--- src/hw/mem_pkg.sv ---
package mem_pkg;

    typedef logic [31:0] word_t;
    typedef logic [4:0]  reg_addr_t;
    typedef logic [3:0]  strb_t;
    typedef logic [1:0]  plv_t;
    typedef logic [7:0]  aluop_t;

    // one bit per cause, see EXC_* positions
    typedef logic [6:0]  excp_vec_t;

    // operation codes from the execute stage
    localparam aluop_t OP_NOP   = 8'h00;
    localparam aluop_t OP_LD_B  = 8'h10;
    localparam aluop_t OP_LD_BU = 8'h11;
    localparam aluop_t OP_LD_H  = 8'h12;
    localparam aluop_t OP_LD_HU = 8'h13;
    localparam aluop_t OP_LD_W  = 8'h14;
    localparam aluop_t OP_ST_B  = 8'h20;
    localparam aluop_t OP_ST_H  = 8'h21;
    localparam aluop_t OP_ST_W  = 8'h22;
    localparam aluop_t OP_LL    = 8'h30;
    localparam aluop_t OP_SC    = 8'h31;

    // exception bit positions
    localparam int EXC_IN   = 0;
    localparam int EXC_ALE  = 1;
    localparam int EXC_TLBR = 2;
    localparam int EXC_PME  = 3;
    localparam int EXC_PPI  = 4;
    localparam int EXC_PIS  = 5;
    localparam int EXC_PIL  = 6;

    // field positions inside a DMW csr word
    localparam int DMW_PLV0    = 0;
    localparam int DMW_PLV3    = 3;
    localparam int DMW_VSEG_LO = 29;
    localparam int DMW_VSEG_HI = 31;

endpackage
--- src/hw/mem_stage_top.sv ---
`timescale 1ns/1ps

module mem_stage_top import mem_pkg::*; (
    input  logic      clk,
    input  logic      reset_i,

    input  logic      in_valid_i,
    output logic      in_ready_o,
    input  aluop_t    aluop_i,
    input  word_t     mem_addr_i,
    input  word_t     reg2_i,
    input  logic      wreg_i,
    input  reg_addr_t waddr_i,
    input  word_t     wdata_i,
    input  logic      excp_i,

    input  plv_t      csr_plv_i,
    input  logic      csr_da_i,
    input  logic      csr_pg_i,
    input  word_t     csr_dmw0_i,
    input  word_t     csr_dmw1_i,

    input  logic      tlb_found_i,
    input  logic      tlb_v_i,
    input  logic      tlb_d_i,
    input  plv_t      tlb_plv_i,

    output logic      wb_valid_o,
    output logic      wb_wreg_o,
    output reg_addr_t wb_waddr_o,
    output word_t     wb_wdata_o,
    output logic      wb_excp_o,
    output excp_vec_t wb_excp_vec_o,

    output word_t     awaddr_o,
    output logic      awvalid_o,
    input  logic      awready_i,
    output word_t     wdata_o,
    output strb_t     wstrb_o,
    output logic      wvalid_o,
    input  logic      wready_i,
    input  logic      bvalid_i,
    output logic      bready_o,
    input  word_t     rdata_i,
    input  logic      rvalid_i,
    output logic      rready_o,
    output word_t     araddr_o,
    output logic      arvalid_o,
    input  logic      arready_i
);

    logic      busy_q;
    logic      accept;
    logic      capture;
    logic      req_valid;
    logic      req_we;
    word_t     req_addr;
    word_t     req_wdata;
    strb_t     req_strb;
    logic      mem_op;
    logic      is_load;
    logic      res_wreg;
    reg_addr_t res_waddr;
    word_t     res_wdata;
    excp_vec_t excp_vec;
    excp_vec_t trans_excp;
    logic      ll_we;
    logic      ll_value;
    logic      llbit;
    logic      mst_done;
    word_t     mst_rdata;

    assign in_ready_o = ~busy_q;
    assign accept     = in_valid_i & in_ready_o;

    // no bus access means the result is ready right away
    assign capture = (accept & ~req_valid) | mst_done;

    assign is_load = mem_op & ~req_we;

    always_ff @(posedge clk) begin
        if (reset_i) begin
            busy_q <= 1'b0;
        end else if (accept && req_valid) begin
            busy_q <= 1'b1;
        end else if (mst_done) begin
            busy_q <= 1'b0;
        end
    end

    mem_access i_mem_access (
        .aluop_i      (aluop_i),
        .mem_addr_i   (mem_addr_i),
        .reg2_i       (reg2_i),
        .wreg_i       (wreg_i),
        .waddr_i      (waddr_i),
        .wdata_i      (wdata_i),
        .excp_i       (excp_i),
        .llbit_i      (llbit),
        .trans_excp_i (trans_excp),
        .rdata_i      (mst_rdata),
        .req_valid_o  (req_valid),
        .req_we_o     (req_we),
        .req_addr_o   (req_addr),
        .req_wdata_o  (req_wdata),
        .req_strb_o   (req_strb),
        .mem_op_o     (mem_op),
        .wreg_o       (res_wreg),
        .waddr_o      (res_waddr),
        .res_wdata_o  (res_wdata),
        .excp_vec_o   (excp_vec),
        .ll_we_o      (ll_we),
        .ll_value_o   (ll_value)
    );

    addr_trans_check i_addr_trans_check (
        .mem_op_i     (mem_op),
        .is_load_i    (is_load),
        .csr_plv_i    (csr_plv_i),
        .csr_da_i     (csr_da_i),
        .csr_pg_i     (csr_pg_i),
        .csr_dmw0_i   (csr_dmw0_i),
        .csr_dmw1_i   (csr_dmw1_i),
        .vaddr_i      (mem_addr_i),
        .tlb_found_i  (tlb_found_i),
        .tlb_v_i      (tlb_v_i),
        .tlb_d_i      (tlb_d_i),
        .tlb_plv_i    (tlb_plv_i),
        .trans_excp_o (trans_excp)
    );

    axi_lite_master i_axi_lite_master (
        .clk         (clk),
        .reset_i     (reset_i),
        .req_valid_i (accept & req_valid),
        .req_we_i    (req_we),
        .req_addr_i  (req_addr),
        .req_wdata_i (req_wdata),
        .req_strb_i  (req_strb),
        .done_o      (mst_done),
        .rdata_o     (mst_rdata),
        .awaddr_o    (awaddr_o),
        .awvalid_o   (awvalid_o),
        .awready_i   (awready_i),
        .wdata_o     (wdata_o),
        .wstrb_o     (wstrb_o),
        .wvalid_o    (wvalid_o),
        .wready_i    (wready_i),
        .bvalid_i    (bvalid_i),
        .bready_o    (bready_o),
        .rdata_i     (rdata_i),
        .rvalid_i    (rvalid_i),
        .rready_o    (rready_o),
        .araddr_o    (araddr_o),
        .arvalid_o   (arvalid_o),
        .arready_i   (arready_i)
    );

    mem_wb_reg i_mem_wb_reg (
        .clk           (clk),
        .reset_i       (reset_i),
        .capture_i     (capture),
        .wreg_i        (res_wreg),
        .waddr_i       (res_waddr),
        .wdata_i       (res_wdata),
        .excp_vec_i    (excp_vec),
        .ll_we_i       (ll_we),
        .ll_value_i    (ll_value),
        .llbit_o       (llbit),
        .wb_valid_o    (wb_valid_o),
        .wb_wreg_o     (wb_wreg_o),
        .wb_waddr_o    (wb_waddr_o),
        .wb_wdata_o    (wb_wdata_o),
        .wb_excp_o     (wb_excp_o),
        .wb_excp_vec_o (wb_excp_vec_o)
    );

endmodule

--- src/hw/mem_wb_reg.sv ---
`timescale 1ns/1ps

module mem_wb_reg import mem_pkg::*; (
    input  logic      clk,
    input  logic      reset_i,
    input  logic      capture_i,
    input  logic      wreg_i,
    input  reg_addr_t waddr_i,
    input  word_t     wdata_i,
    input  excp_vec_t excp_vec_i,
    input  logic      ll_we_i,
    input  logic      ll_value_i,

    output logic      llbit_o,
    output logic      wb_valid_o,
    output logic      wb_wreg_o,
    output reg_addr_t wb_waddr_o,
    output word_t     wb_wdata_o,
    output logic      wb_excp_o,
    output excp_vec_t wb_excp_vec_o
);

    logic any_excp;

    assign any_excp = |excp_vec_i;

    always_ff @(posedge clk) begin
        if (reset_i) begin
            wb_valid_o <= 1'b0;
            wb_wreg_o  <= 1'b0;
            wb_excp_o  <= 1'b0;
            llbit_o    <= 1'b0;
        end else begin
            wb_valid_o <= capture_i;
            if (capture_i) begin
                // an excepting op never writes the register file
                wb_wreg_o <= wreg_i & ~any_excp;
                wb_excp_o <= any_excp;
                if (ll_we_i) begin
                    llbit_o <= ll_value_i;
                end
            end
        end
    end

    always_ff @(posedge clk) begin
        if (capture_i) begin
            wb_waddr_o    <= waddr_i;
            wb_wdata_o    <= wdata_i;
            wb_excp_vec_o <= excp_vec_i;
        end
    end

endmodule

--- src/hw/axi_lite_master.sv ---
`timescale 1ns/1ps

module axi_lite_master import mem_pkg::*; (
    input  logic  clk,
    input  logic  reset_i,

    input  logic  req_valid_i,
    input  logic  req_we_i,
    input  word_t req_addr_i,
    input  word_t req_wdata_i,
    input  strb_t req_strb_i,
    output logic  done_o,
    output word_t rdata_o,

    output word_t awaddr_o,
    output logic  awvalid_o,
    input  logic  awready_i,
    output word_t wdata_o,
    output strb_t wstrb_o,
    output logic  wvalid_o,
    input  logic  wready_i,
    input  logic  bvalid_i,
    output logic  bready_o,
    input  word_t rdata_i,
    input  logic  rvalid_i,
    output logic  rready_o,
    output word_t araddr_o,
    output logic  arvalid_o,
    input  logic  arready_i
);

    typedef enum logic [2:0] {
        S_IDLE,
        S_RADDR,
        S_RDATA,
        S_WADDR,
        S_WRESP
    } state_t;

    state_t state_q;
    logic   aw_done_q;
    logic   w_done_q;
    logic   done_q;
    logic   aw_hs;
    logic   w_hs;
    word_t  addr_q;
    word_t  wdata_q;
    strb_t  strb_q;
    word_t  rdata_q;

    assign awvalid_o = (state_q == S_WADDR) & ~aw_done_q;
    assign wvalid_o  = (state_q == S_WADDR) & ~w_done_q;
    assign arvalid_o = (state_q == S_RADDR);
    assign rready_o  = (state_q == S_RDATA);
    assign bready_o  = (state_q == S_WRESP);

    assign awaddr_o = addr_q;
    assign araddr_o = addr_q;
    assign wdata_o  = wdata_q;
    assign wstrb_o  = strb_q;

    assign aw_hs = awvalid_o & awready_i;
    assign w_hs  = wvalid_o & wready_i;

    assign done_o  = done_q;
    assign rdata_o = rdata_q;

    always_ff @(posedge clk) begin
        if (reset_i) begin
            state_q   <= S_IDLE;
            aw_done_q <= 1'b0;
            w_done_q  <= 1'b0;
            done_q    <= 1'b0;
        end else begin
            done_q <= 1'b0;
            case (state_q)
                S_IDLE: begin
                    // a new request waits until the last done has gone
                    if (req_valid_i && !done_q) begin
                        aw_done_q <= 1'b0;
                        w_done_q  <= 1'b0;
                        state_q   <= req_we_i ? S_WADDR : S_RADDR;
                    end
                end
                S_RADDR: begin
                    if (arready_i) begin
                        state_q <= S_RDATA;
                    end
                end
                S_RDATA: begin
                    if (rvalid_i) begin
                        done_q  <= 1'b1;
                        state_q <= S_IDLE;
                    end
                end
                S_WADDR: begin
                    if (aw_hs) begin
                        aw_done_q <= 1'b1;
                    end
                    if (w_hs) begin
                        w_done_q <= 1'b1;
                    end
                    if ((aw_done_q | aw_hs) && (w_done_q | w_hs)) begin
                        state_q <= S_WRESP;
                    end
                end
                S_WRESP: begin
                    if (bvalid_i) begin
                        done_q  <= 1'b1;
                        state_q <= S_IDLE;
                    end
                end
                default: begin
                    state_q <= S_IDLE;
                end
            endcase
        end
    end

    // request payload, held stable for the whole access
    always_ff @(posedge clk) begin
        if (state_q == S_IDLE && req_valid_i && !done_q) begin
            addr_q  <= req_addr_i;
            wdata_q <= req_wdata_i;
            strb_q  <= req_strb_i;
        end
        if (rready_o && rvalid_i) begin
            rdata_q <= rdata_i;
        end
    end

endmodule

--- src/hw/addr_trans_check.sv ---
`timescale 1ns/1ps

module addr_trans_check import mem_pkg::*; (
    input  logic      mem_op_i,
    input  logic      is_load_i,
    input  plv_t      csr_plv_i,
    input  logic      csr_da_i,
    input  logic      csr_pg_i,
    input  word_t     csr_dmw0_i,
    input  word_t     csr_dmw1_i,
    input  word_t     vaddr_i,
    input  logic      tlb_found_i,
    input  logic      tlb_v_i,
    input  logic      tlb_d_i,
    input  plv_t      tlb_plv_i,
    output excp_vec_t trans_excp_o
);

    logic dmw0_hit;
    logic dmw1_hit;
    logic pg_mode;
    logic trans_en;
    logic plv_ok;

    function automatic logic dmw_match(input word_t dmw, input plv_t plv, input word_t va);
        logic plv_en;
        plv_en = (dmw[DMW_PLV0] && plv == 2'd0) || (dmw[DMW_PLV3] && plv == 2'd3);
        return plv_en && (dmw[DMW_VSEG_HI:DMW_VSEG_LO] == va[31:29]);
    endfunction

    assign dmw0_hit = dmw_match(csr_dmw0_i, csr_plv_i, vaddr_i);
    assign dmw1_hit = dmw_match(csr_dmw1_i, csr_plv_i, vaddr_i);

    assign pg_mode  = ~csr_da_i & csr_pg_i;
    // page table lookup only when no window covers the address
    assign trans_en = mem_op_i & pg_mode & ~dmw0_hit & ~dmw1_hit;

    assign plv_ok = (csr_plv_i <= tlb_plv_i);

    always_comb begin
        trans_excp_o = '0;
        trans_excp_o[EXC_TLBR] = trans_en & ~tlb_found_i;
        trans_excp_o[EXC_PIL]  = trans_en & tlb_found_i & ~tlb_v_i & is_load_i;
        trans_excp_o[EXC_PIS]  = trans_en & tlb_found_i & ~tlb_v_i & ~is_load_i;
        trans_excp_o[EXC_PPI]  = trans_en & tlb_found_i & tlb_v_i & ~plv_ok;
        // store to a clean page
        trans_excp_o[EXC_PME]  = trans_en & tlb_found_i & tlb_v_i & plv_ok
                                 & ~is_load_i & ~tlb_d_i;
    end

endmodule

--- src/hw/mem_access.sv ---
`timescale 1ns/1ps

module mem_access import mem_pkg::*; (
    input  aluop_t    aluop_i,
    input  word_t     mem_addr_i,
    input  word_t     reg2_i,
    input  logic      wreg_i,
    input  reg_addr_t waddr_i,
    input  word_t     wdata_i,
    input  logic      excp_i,
    input  logic      llbit_i,
    input  excp_vec_t trans_excp_i,
    input  word_t     rdata_i,

    output logic      req_valid_o,
    output logic      req_we_o,
    output word_t     req_addr_o,
    output word_t     req_wdata_o,
    output strb_t     req_strb_o,
    output logic      mem_op_o,
    output logic      wreg_o,
    output reg_addr_t waddr_o,
    output word_t     res_wdata_o,
    output excp_vec_t excp_vec_o,
    output logic      ll_we_o,
    output logic      ll_value_o
);

    logic       is_load;
    logic       is_store;
    logic       is_half;
    logic       is_word;
    logic       is_ll;
    logic       is_sc;
    logic       misaligned;
    logic       any_excp;
    logic       sc_fail;
    logic [7:0]  ld_byte;
    logic [15:0] ld_half;

    assign is_load  = aluop_i inside {OP_LD_B, OP_LD_BU, OP_LD_H, OP_LD_HU, OP_LD_W, OP_LL};
    assign is_store = aluop_i inside {OP_ST_B, OP_ST_H, OP_ST_W, OP_SC};
    assign is_half  = aluop_i inside {OP_LD_H, OP_LD_HU, OP_ST_H};
    assign is_word  = aluop_i inside {OP_LD_W, OP_ST_W, OP_LL, OP_SC};
    assign is_ll    = (aluop_i == OP_LL);
    assign is_sc    = (aluop_i == OP_SC);

    assign misaligned = (is_half & mem_addr_i[0]) | (is_word & (|mem_addr_i[1:0]));

    assign mem_op_o = is_load | is_store;
    // also tells the translation check a load from a store
    assign req_we_o = is_store;

    always_comb begin
        excp_vec_o = trans_excp_i;
        excp_vec_o[EXC_IN]  = trans_excp_i[EXC_IN] | excp_i;
        excp_vec_o[EXC_ALE] = trans_excp_i[EXC_ALE] | misaligned;
    end

    assign any_excp = |excp_vec_o;
    assign sc_fail  = is_sc & ~llbit_i;

    assign req_valid_o = mem_op_o & ~any_excp & ~sc_fail;
    assign req_addr_o  = {mem_addr_i[31:2], 2'b00};

    // LL sets the bit, a successful SC clears it
    assign ll_we_o    = (is_ll | (is_sc & llbit_i)) & ~any_excp;
    assign ll_value_o = is_ll;

    // lane strobe and replicated store data
    always_comb begin
        case (aluop_i)
            OP_ST_B: begin
                req_strb_o  = strb_t'(4'b0001 << mem_addr_i[1:0]);
                req_wdata_o = {4{reg2_i[7:0]}};
            end
            OP_ST_H: begin
                req_strb_o  = mem_addr_i[1] ? 4'b1100 : 4'b0011;
                req_wdata_o = {2{reg2_i[15:0]}};
            end
            default: begin
                req_strb_o  = 4'b1111;
                req_wdata_o = reg2_i;
            end
        endcase
    end

    always_comb begin
        case (mem_addr_i[1:0])
            2'b00:   ld_byte = rdata_i[7:0];
            2'b01:   ld_byte = rdata_i[15:8];
            2'b10:   ld_byte = rdata_i[23:16];
            default: ld_byte = rdata_i[31:24];
        endcase
    end

    assign ld_half = mem_addr_i[1] ? rdata_i[31:16] : rdata_i[15:0];

    assign waddr_o = waddr_i;

    // writeback value per operation
    always_comb begin
        wreg_o      = wreg_i;
        res_wdata_o = wdata_i;
        case (aluop_i)
            OP_LD_B: begin
                wreg_o      = 1'b1;
                res_wdata_o = {{24{ld_byte[7]}}, ld_byte};
            end
            OP_LD_BU: begin
                wreg_o      = 1'b1;
                res_wdata_o = {24'b0, ld_byte};
            end
            OP_LD_H: begin
                wreg_o      = 1'b1;
                res_wdata_o = {{16{ld_half[15]}}, ld_half};
            end
            OP_LD_HU: begin
                wreg_o      = 1'b1;
                res_wdata_o = {16'b0, ld_half};
            end
            OP_LD_W: begin
                wreg_o      = 1'b1;
                res_wdata_o = rdata_i;
            end
            OP_LL: begin
                wreg_o      = 1'b0;
                res_wdata_o = rdata_i;
            end
            OP_ST_B, OP_ST_H, OP_ST_W: begin
                wreg_o = 1'b0;
            end
            OP_SC: begin
                // 1 on success, 0 when the LL bit was lost
                wreg_o      = 1'b1;
                res_wdata_o = {31'b0, llbit_i};
            end
            default: begin
                wreg_o = wreg_i;
            end
        endcase
    end

endmodule

--- config.mk ---
export PLATFORM = sky130hd
export DESIGN_NAME = mem_stage_top
export DESIGN_NICKNAME = d
export VERILOG_FILES = /design/src/hw/mem_pkg.sv /design/src/hw/mem_stage_top.sv /design/src/hw/mem_wb_reg.sv /design/src/hw/axi_lite_master.sv /design/src/hw/addr_trans_check.sv /design/src/hw/mem_access.sv
export SDC_FILE = /design/constraint.sdc
export NUM_CORES = 1
export LEC_CHECK = 0
export BUFFER_PORTS_ARGS = -buffer_cell sky130_fd_sc_hd__buf_2
export CAP_MARGIN = 20
export CORE_AREA = 4 4 144 146
export DETAILED_ROUTE_END_ITERATION = 7
export DIE_AREA = 0 0 148 150
export GPL_ROUTABILITY_DRIVEN = 0
export MAX_ROUTING_LAYER = met4
export PLACE_DENSITY = 0.74
export SLEW_MARGIN = 20
export SYNTH_ARGS = -nofsm -noshare
export SYNTH_HDL_FRONTEND = slang
export SYNTH_SLANG_ARGS = --single-unit
--- constraint.sdc ---
create_clock -name clk -period 13.9 [get_ports clk]
set_clock_uncertainty 0.2 [all_clocks]
set_input_delay 1.39 -clock clk [delete_from_list [all_inputs] [get_ports clk]]
set_output_delay 1.39 -clock clk [all_outputs]
set_load 0.01 [all_outputs]
## Word level (Yosys, flattened, before mapping)

Cells that the tools add are included.

| operators by class | value |
|---|---|
| order comparisons | 1 |
| bitwise gates (word level) | 52 |
| reductions and logical operators | 33 |
| equal/unequal tests | 26 |
| shift-type cells | 1 |
| muxes and demuxes | 24 |

Operator list:

| operator | number |
|---|---|
| case mux 32 bit (6 select lines) | 1 |
| case mux 32 bit (2 select lines) | 1 |
| equality test 8 x 5 -> 1 bit (second input constant) | 5 |
| equality test 8 x 6 -> 1 bit (second input constant) | 5 |
| AND 1 bit | 30 |
| case mux 8 bit (3 select lines) | 1 |
| two-way mux 16 bit | 1 |
| NOT 1 bit | 16 |
| two-way mux 3 bit | 5 |
| case mux 3 bit (5 select lines) | 1 |
| logical AND 1 bit | 12 |
| inequality test 2 x 1 -> 1 bit (second input constant) | 4 |
| case mux 1 bit (2 select lines) | 4 |
| case mux 4 bit (2 select lines) | 1 |
| nonzero test 4 bit | 2 |
| two-way mux 1 bit | 7 |
| OR reduction 7 bit | 1 |
| equality test 3 x 2 -> 1 bit (second input constant) | 2 |
| equality test 3 bit | 2 |
| inequality test 2 bit (second input constant) | 3 |
| bitwise OR 1 bit | 6 |
| AND reduction 3 bit | 2 |
| nonzero test 6 bit | 1 |
| OR reduction 6 bit | 1 |
| 18 further kinds | 23 |

| storage, ports and cells | value |
|---|---|
| register bits | 153 |
| output and inout bits | 153 |
| bits of input ports | 224 |

## Logic depth before layout (Yosys ltp)

| logic depth | value |
|---|---|
| depth after elaboration | 20 |
| gate-level depth with buffers | 9 |

## Hierarchy

Synthesis repeated with hierarchy kept, for this count alone.

| second synthesis, totals | value |
|---|---|
| cell total of the unflattened synthesis | 586 |
| area, all modules | 7407.1 sq um |

By module, submodules not included:

| module | area each (sq um) | times used | cells an instance | seq. area each (sq um) |
|---|---|---|---|---|
| axi_lite_master | 3573.4 | 1 | 169 | 3123.0 |
| mem_access | 2031.9 | 1 | 315 | 0.0 |
| mem_wb_reg | 1495.2 | 1 | 60 | 1401.3 |
| addr_trans_check | 234.0 | 1 | 34 | 0.0 |
| mem_stage_top | 72.6 | 1 | 8 | 20.0 |

## Worst setup path after synthesis

No wires, ideal clock.

| path | value |
|---|---|
| path type | input to register |
| from | input tlb_plv_i[1] |
| to | register i_axi_lite_master.addr_q[10] (netlist: i_axi_lite_master.araddr_o[10]), enable pin |
| slack | 7.472 ns |
| data required time | 13.210 ns |
| cell stages on the path | 8 |
| setup time | 0.490 ns |
| arrival | 5.737 ns |
| cells stage by stage | inv_1 > ha_1 > nor2b_1 > o21ai_0 > o2111a_1 > nor4_4 > or4b_1 > nor2_1 |

| between the ends | value |
|---|---|
| word-level cells in the longest chain between the ends | 11 |
| elaborated cells between the ends (all ways) | 13 |
| classes of those cells | 1 x order compare; 9 x bitwise; 3 x reduce/logical |

Ends and longest elaborated chain:

| what | line | RTL |
|---|---|---|
| start, declared | mem_stage_top.sv:26 | `input plv_t tlb_plv_i,` |
| <= comparator 2 bit * | addr_trans_check.sv:38 | `assign plv_ok = (csr_plv_i <= tlb_plv_i);` |
| AND 1 bit | addr_trans_check.sv:47 | `trans_excp_o[EXC_PME] = trans_en & tlb_found_i & tlb_v_i & plv_ok` |
| AND 1 bit (2 in series) | addr_trans_check.sv:48 | `& ~is_load_i & ~tlb_d_i;` |
| OR reduction 7 bit * | mem_access.sv:60 | `assign any_excp = \|excp_vec_o;` |
| NOT 1 bit * | mem_access.sv:63 | `assign req_valid_o = mem_op_o & ~any_excp & ~sc_fail;` |
| AND 1 bit * (2 in series) | mem_access.sv:63 |  |
| AND 1 bit * | mem_stage_top.sv:135 | `.req_valid_i (accept & req_valid),` |
| logical AND 1 bit * (2 in series) | axi_lite_master.sv:122 | `if (state_q == S_IDLE && req_valid_i && !done_q) begin` |
| end signal, assigned | axi_lite_master.sv:123 | `addr_q <= req_addr_i;` |
| end, declared | axi_lite_master.sv:46 | `word_t addr_q;` |

Every way passes the cells marked *; elsewhere a longest branch is shown, timed or not.
A chain may end at the register's enable or synchronous reset.

## Final worst setup path

| path | value |
|---|---|
| from | input aluop_i[4] |
| to | register i_mem_wb_reg.wb_wdata_o[15], enable pin |

| between the ends | value |
|---|---|
| elaborated cells between the ends (all ways) | 43 |
| classes of those cells | 10 x eq/ne; 28 x bitwise; 5 x reduce/logical |

RTL lines:

| what | line | RTL |
|---|---|---|
| start, declared | mem_stage_top.sv:9 | `input aluop_t aluop_i,` |
| equality test 8 x 5 -> 1 bit (tied with other cells) | mem_access.sv:44 | `assign is_word = aluop_i inside {OP_LD_W, OP_ST_W, OP_LL, OP_SC};` |
| nonzero test 4 bit / nonzero test 3 bit (equally long branches) | mem_access.sv:44, mem_access.sv:43 |  |
| AND 1 bit | mem_access.sv:48 | `assign misaligned = (is_half & mem_addr_i[0]) \| (is_word & (\|mem_addr_i[1:0]));` |
| bitwise OR 1 bit * | mem_access.sv:48 |  |
| net excp_vec[1] | mem_stage_top.sv:65 | `excp_vec_t excp_vec;` |
| OR reduction 7 bit * | mem_access.sv:60 |  |
| NOT 1 bit * | mem_access.sv:63 |  |
| AND 1 bit * (2 in series) | mem_access.sv:63 |  |
| NOT 1 bit * | mem_stage_top.sv:77 | `assign capture = (accept & ~req_valid) \| mst_done;` |
| AND 1 bit * | mem_stage_top.sv:77 |  |
| bitwise OR 1 bit * | mem_stage_top.sv:77 |  |
| net capture | mem_stage_top.sv:54 | `logic capture;` |
| end signal, assigned | mem_wb_reg.sv:49 | `wb_wdata_o <= wdata_i;` |
| end, declared | mem_wb_reg.sv:18 | `output word_t wb_wdata_o,` |

The timed path passes the listed nets; every way through them passes the cells marked *.

==> results.sh <==
export IMPL_cts_root_buf="clkbuf_16"
export IMPL_vias=5365
export IMPL_initial_core_util_pct=35.3
export IMPL_cpMaxStageDelayCell="inv_2"
export IMPL_grt_util_met1_pct=20.4
export IMPL_dp_hpwl_um=15700
export IMPL_antenna_found_initial=2
export IMPL_clkLatencyLatePin_ps=420
export IMPL_required_ps=13730
export IMPL_fin_hold_ws_ps=266
export IMPL_power_internal_uw=837
export IMPL_pwr_share_clk_pct=44.2
export IMPL_cp_top_family="simple AND/OR/NAND/NOR gates"
export IMPL_cts_max_level=4
export IMPL_finalSetupViolations=0
export IMPL_max_vdd_ir_drop_mv=0.0744
export IMPL_die_x_um=148
export IMPL_cts_hold_buffers_added=0
export IMPL_rows=51
export IMPL_crit_fanout=44
export IMPL_drive_above_1_share_pct=46.5
export IMPL_worst_pin_slew_ps=1060
export IMPL_die_area_um2=22200
export IMPL_cp_cell_sequence="buf_2 -> nor4b_4 -> and3_1 -> o21ai_0 -> o21ai_0 -> o32ai_2 -> inv_2"
export IMPL_yosysWarningCount=0
export IMPL_grtUsageMet3_pct=4.51
export IMPL_postLayoutCoreUtil_pct=46.9
export IMPL_die_h_um=150
export IMPL_swShare_pct=22.1
export IMPL_cts_tree="built"
export IMPL_synth_async_reset_ratio_pct=0
export IMPL_dr_pass1_iters=4
export IMPL_post_drt_wl_per_cell_um=18.6
export IMPL_synth_cells=533
export IMPL_maxCapViolCount=0
export IMPL_yosysSeqAreaShare_pct=65.4
export IMPL_clk_pin_slew_ps=60
export IMPL_p_leak_nw=3.79
export IMPL_via_per_inst=4.86
export IMPL_status="completed"
export IMPL_critical_path_class="input port to flop"
export IMPL_r2r_start="busy_q"
export IMPL_period_needed_ps=4330
export IMPL_final_hold_viol_count=0
export IMPL_final_common_cell="buf_2"
export IMPL_fill_cells=1809
export IMPL_grt_setup_unrepaired="no"
export IMPL_cts_sinks=153
export IMPL_drt_total_wl_um=20500
export IMPL_overflow=0
export IMPL_io_buffers=318
export IMPL_avgSynthCellArea_um2=12.9
export IMPL_power_frac_seq_pct=48.2
export IMPL_synth_area_um2=6850
export IMPL_drv_slew=0
export IMPL_met2_usage_pct=32.5
export IMPL_critPathMostFrequentCell="o21ai_0"
export IMPL_synth_cell_types=59
export IMPL_fin_area_um2=9090
export IMPL_drtIter0Drc=356
export IMPL_start_kind="input port"
export IMPL_hp_class="flop to flop"
export IMPL_placed_area_um2=8480
export IMPL_grt_pass1_vias=5326
export IMPL_cp_startpoint="aluop_i[4]"
export IMPL_cts_resized=0
export IMPL_dp_cells=1070
export IMPL_cts_inserted_buffers=17
export IMPL_ys_ff_latch=153
export IMPL_p_per_area_nw_per_um2=118
export IMPL_syn2layout_area_growth_pct=32.6
export IMPL_slew_headroom_pct=29.1
export IMPL_grt_pass1_wl_um=30000
export IMPL_setup_tns_ps=0
export IMPL_nNetsFinal=1050
export IMPL_top_usage_layer="met2"
export IMPL_drc_errors=0
export IMPL_clock_fmax_mhz=231
export IMPL_min_period_over_period_pct=31.1
export IMPL_drtAntennaViolNets=0
export IMPL_critPathCaptureType="flop"
export IMPL_worst_path_buf_inv=2
export IMPL_cpPeakStageDelay_ps=760
export IMPL_cts_path_max_buffers=2
export IMPL_synth_edf_count=142
export IMPL_io_pin_count=377
export IMPL_grt_usage_pct=18.5
export IMPL_fin_cells=1104
export IMPL_postCtsSetupRepairBufs=0
export IMPL_layout_common_cells="buf_2 (318), edfxtp_1 (142), nand2_1 (90), nor2_1 (36), a21oi_1 (33)"
export IMPL_grt_max_degree=67
export IMPL_holdCritStartpoint="i_mem_wb_reg.wb_excp_o"
export IMPL_core_area_um2=19400
export IMPL_switching_power_uw=237
export IMPL_synth_ff_type="edfxtp_1"
export IMPL_comb_power_share_pct=7.6
export IMPL_cp_arrival_ps=4160
## power by group through the flow
stage	registers [mW]	logic, mW	clock network, mW
4_1_cts	0.517	0.0826	0.484
6_report	0.517	0.0818	0.475
2_1_floorplan	0.533	0.0326	0
3_5_place_dp	0.527	0.0823	0
3_3_place_gp	0.527	0.0805	0
5_1_grt	0.518	0.0901	0.508
## layout make-up
class / count / area [µm²] / share of cell area [%]
sequential: 153 / 4480 / 49.3
multi-input combinational: 314 / 1990 / 21.8
timing repair buffer: 323 / 1630 / 17.9
clock buffer: 19 / 433 / 4.76
tap: 265 / 332 / 3.65
clock inverter: 13 / 166 / 1.83
inverter: 15 / 56.3 / 0.619
antenna: 2 / 5.00 / 0.0551
## metrics by stage
stage / power [mW] / setup slack [ps]
after floorplan: 0.565 / 7470
after global placement: 0.607 / 9170
after detailed placement: 0.609 / 9140
after CTS: 1.08 / 9600
after global routing: 1.12 / 9280
final: 1.07 / 9570
## flip-flops by register name (all words and copies together), names as in the netlist, 3 cells and up
name,count
i_mem_wb_reg.wb_waddr_o,5
i_mem_wb_reg.wb_excp_vec_o,7
i_axi_lite_master.rdata_o,32
i_mem_wb_reg.wb_wdata_o,32
i_axi_lite_master.state_q,3
i_axi_lite_master.araddr_o,30
i_axi_lite_master.wstrb_o,4
i_axi_lite_master.wdata_o,32
## cell usage after synthesis, types with 6 or more instances
cell      instances  area share, %
xor2_1            7           0.89
nor4_1            6           0.55
a22o_1            7           0.89
nand4_1           8           0.73
inv_1            15           0.82
mux4_2            8            2.6
nand2_1          90            4.9
buf_4            34            3.7
edfxtp_1        142             62
nand3_1          13           0.95
a21oi_1          33            2.4
nor2b_1           6           0.55
nor2_1           38            2.1
a221o_1           6           0.88
mux2_2            8            1.3
dfxtp_1          11            3.2
clkbuf_1         14           0.77
o21ai_0           8           0.58
## layer usage
metal  wire [µm]  vias to the layer above
li1            -                     2521
met1        7680                     2552
met2       10800                      258
met3        1520                       34
met4         558                        0
met5           0                        -
## tightest hold or removal path, stage by stage, from the launching register on
cell and delay [ps]:
dfxtp_1 310, nand2_1 60, a21oi_1 50
## cells by family after synthesis
logic type / share of synthesized area, %
buf+inv: 6.01
mux: 4.55
compound gates: 7.94
simple gates: 14.6
other cells: 0.0547
fa+ha+maj: 0.511
xor+xnor: 0.895
flops: 65.4
## path summary, 6_finish.rpt
path	slack [ps]	to	depth (start not counted)
max	9570	i_mem_wb_reg.wb_wdata_o[15]	7
min	270	i_mem_wb_reg.wb_excp_o	2
max reg2reg	11040	i_axi_lite_master.wstrb_o[3]	5
min reg2reg	270	i_mem_wb_reg.wb_excp_o	2
(Power assumes the default switching activity.)
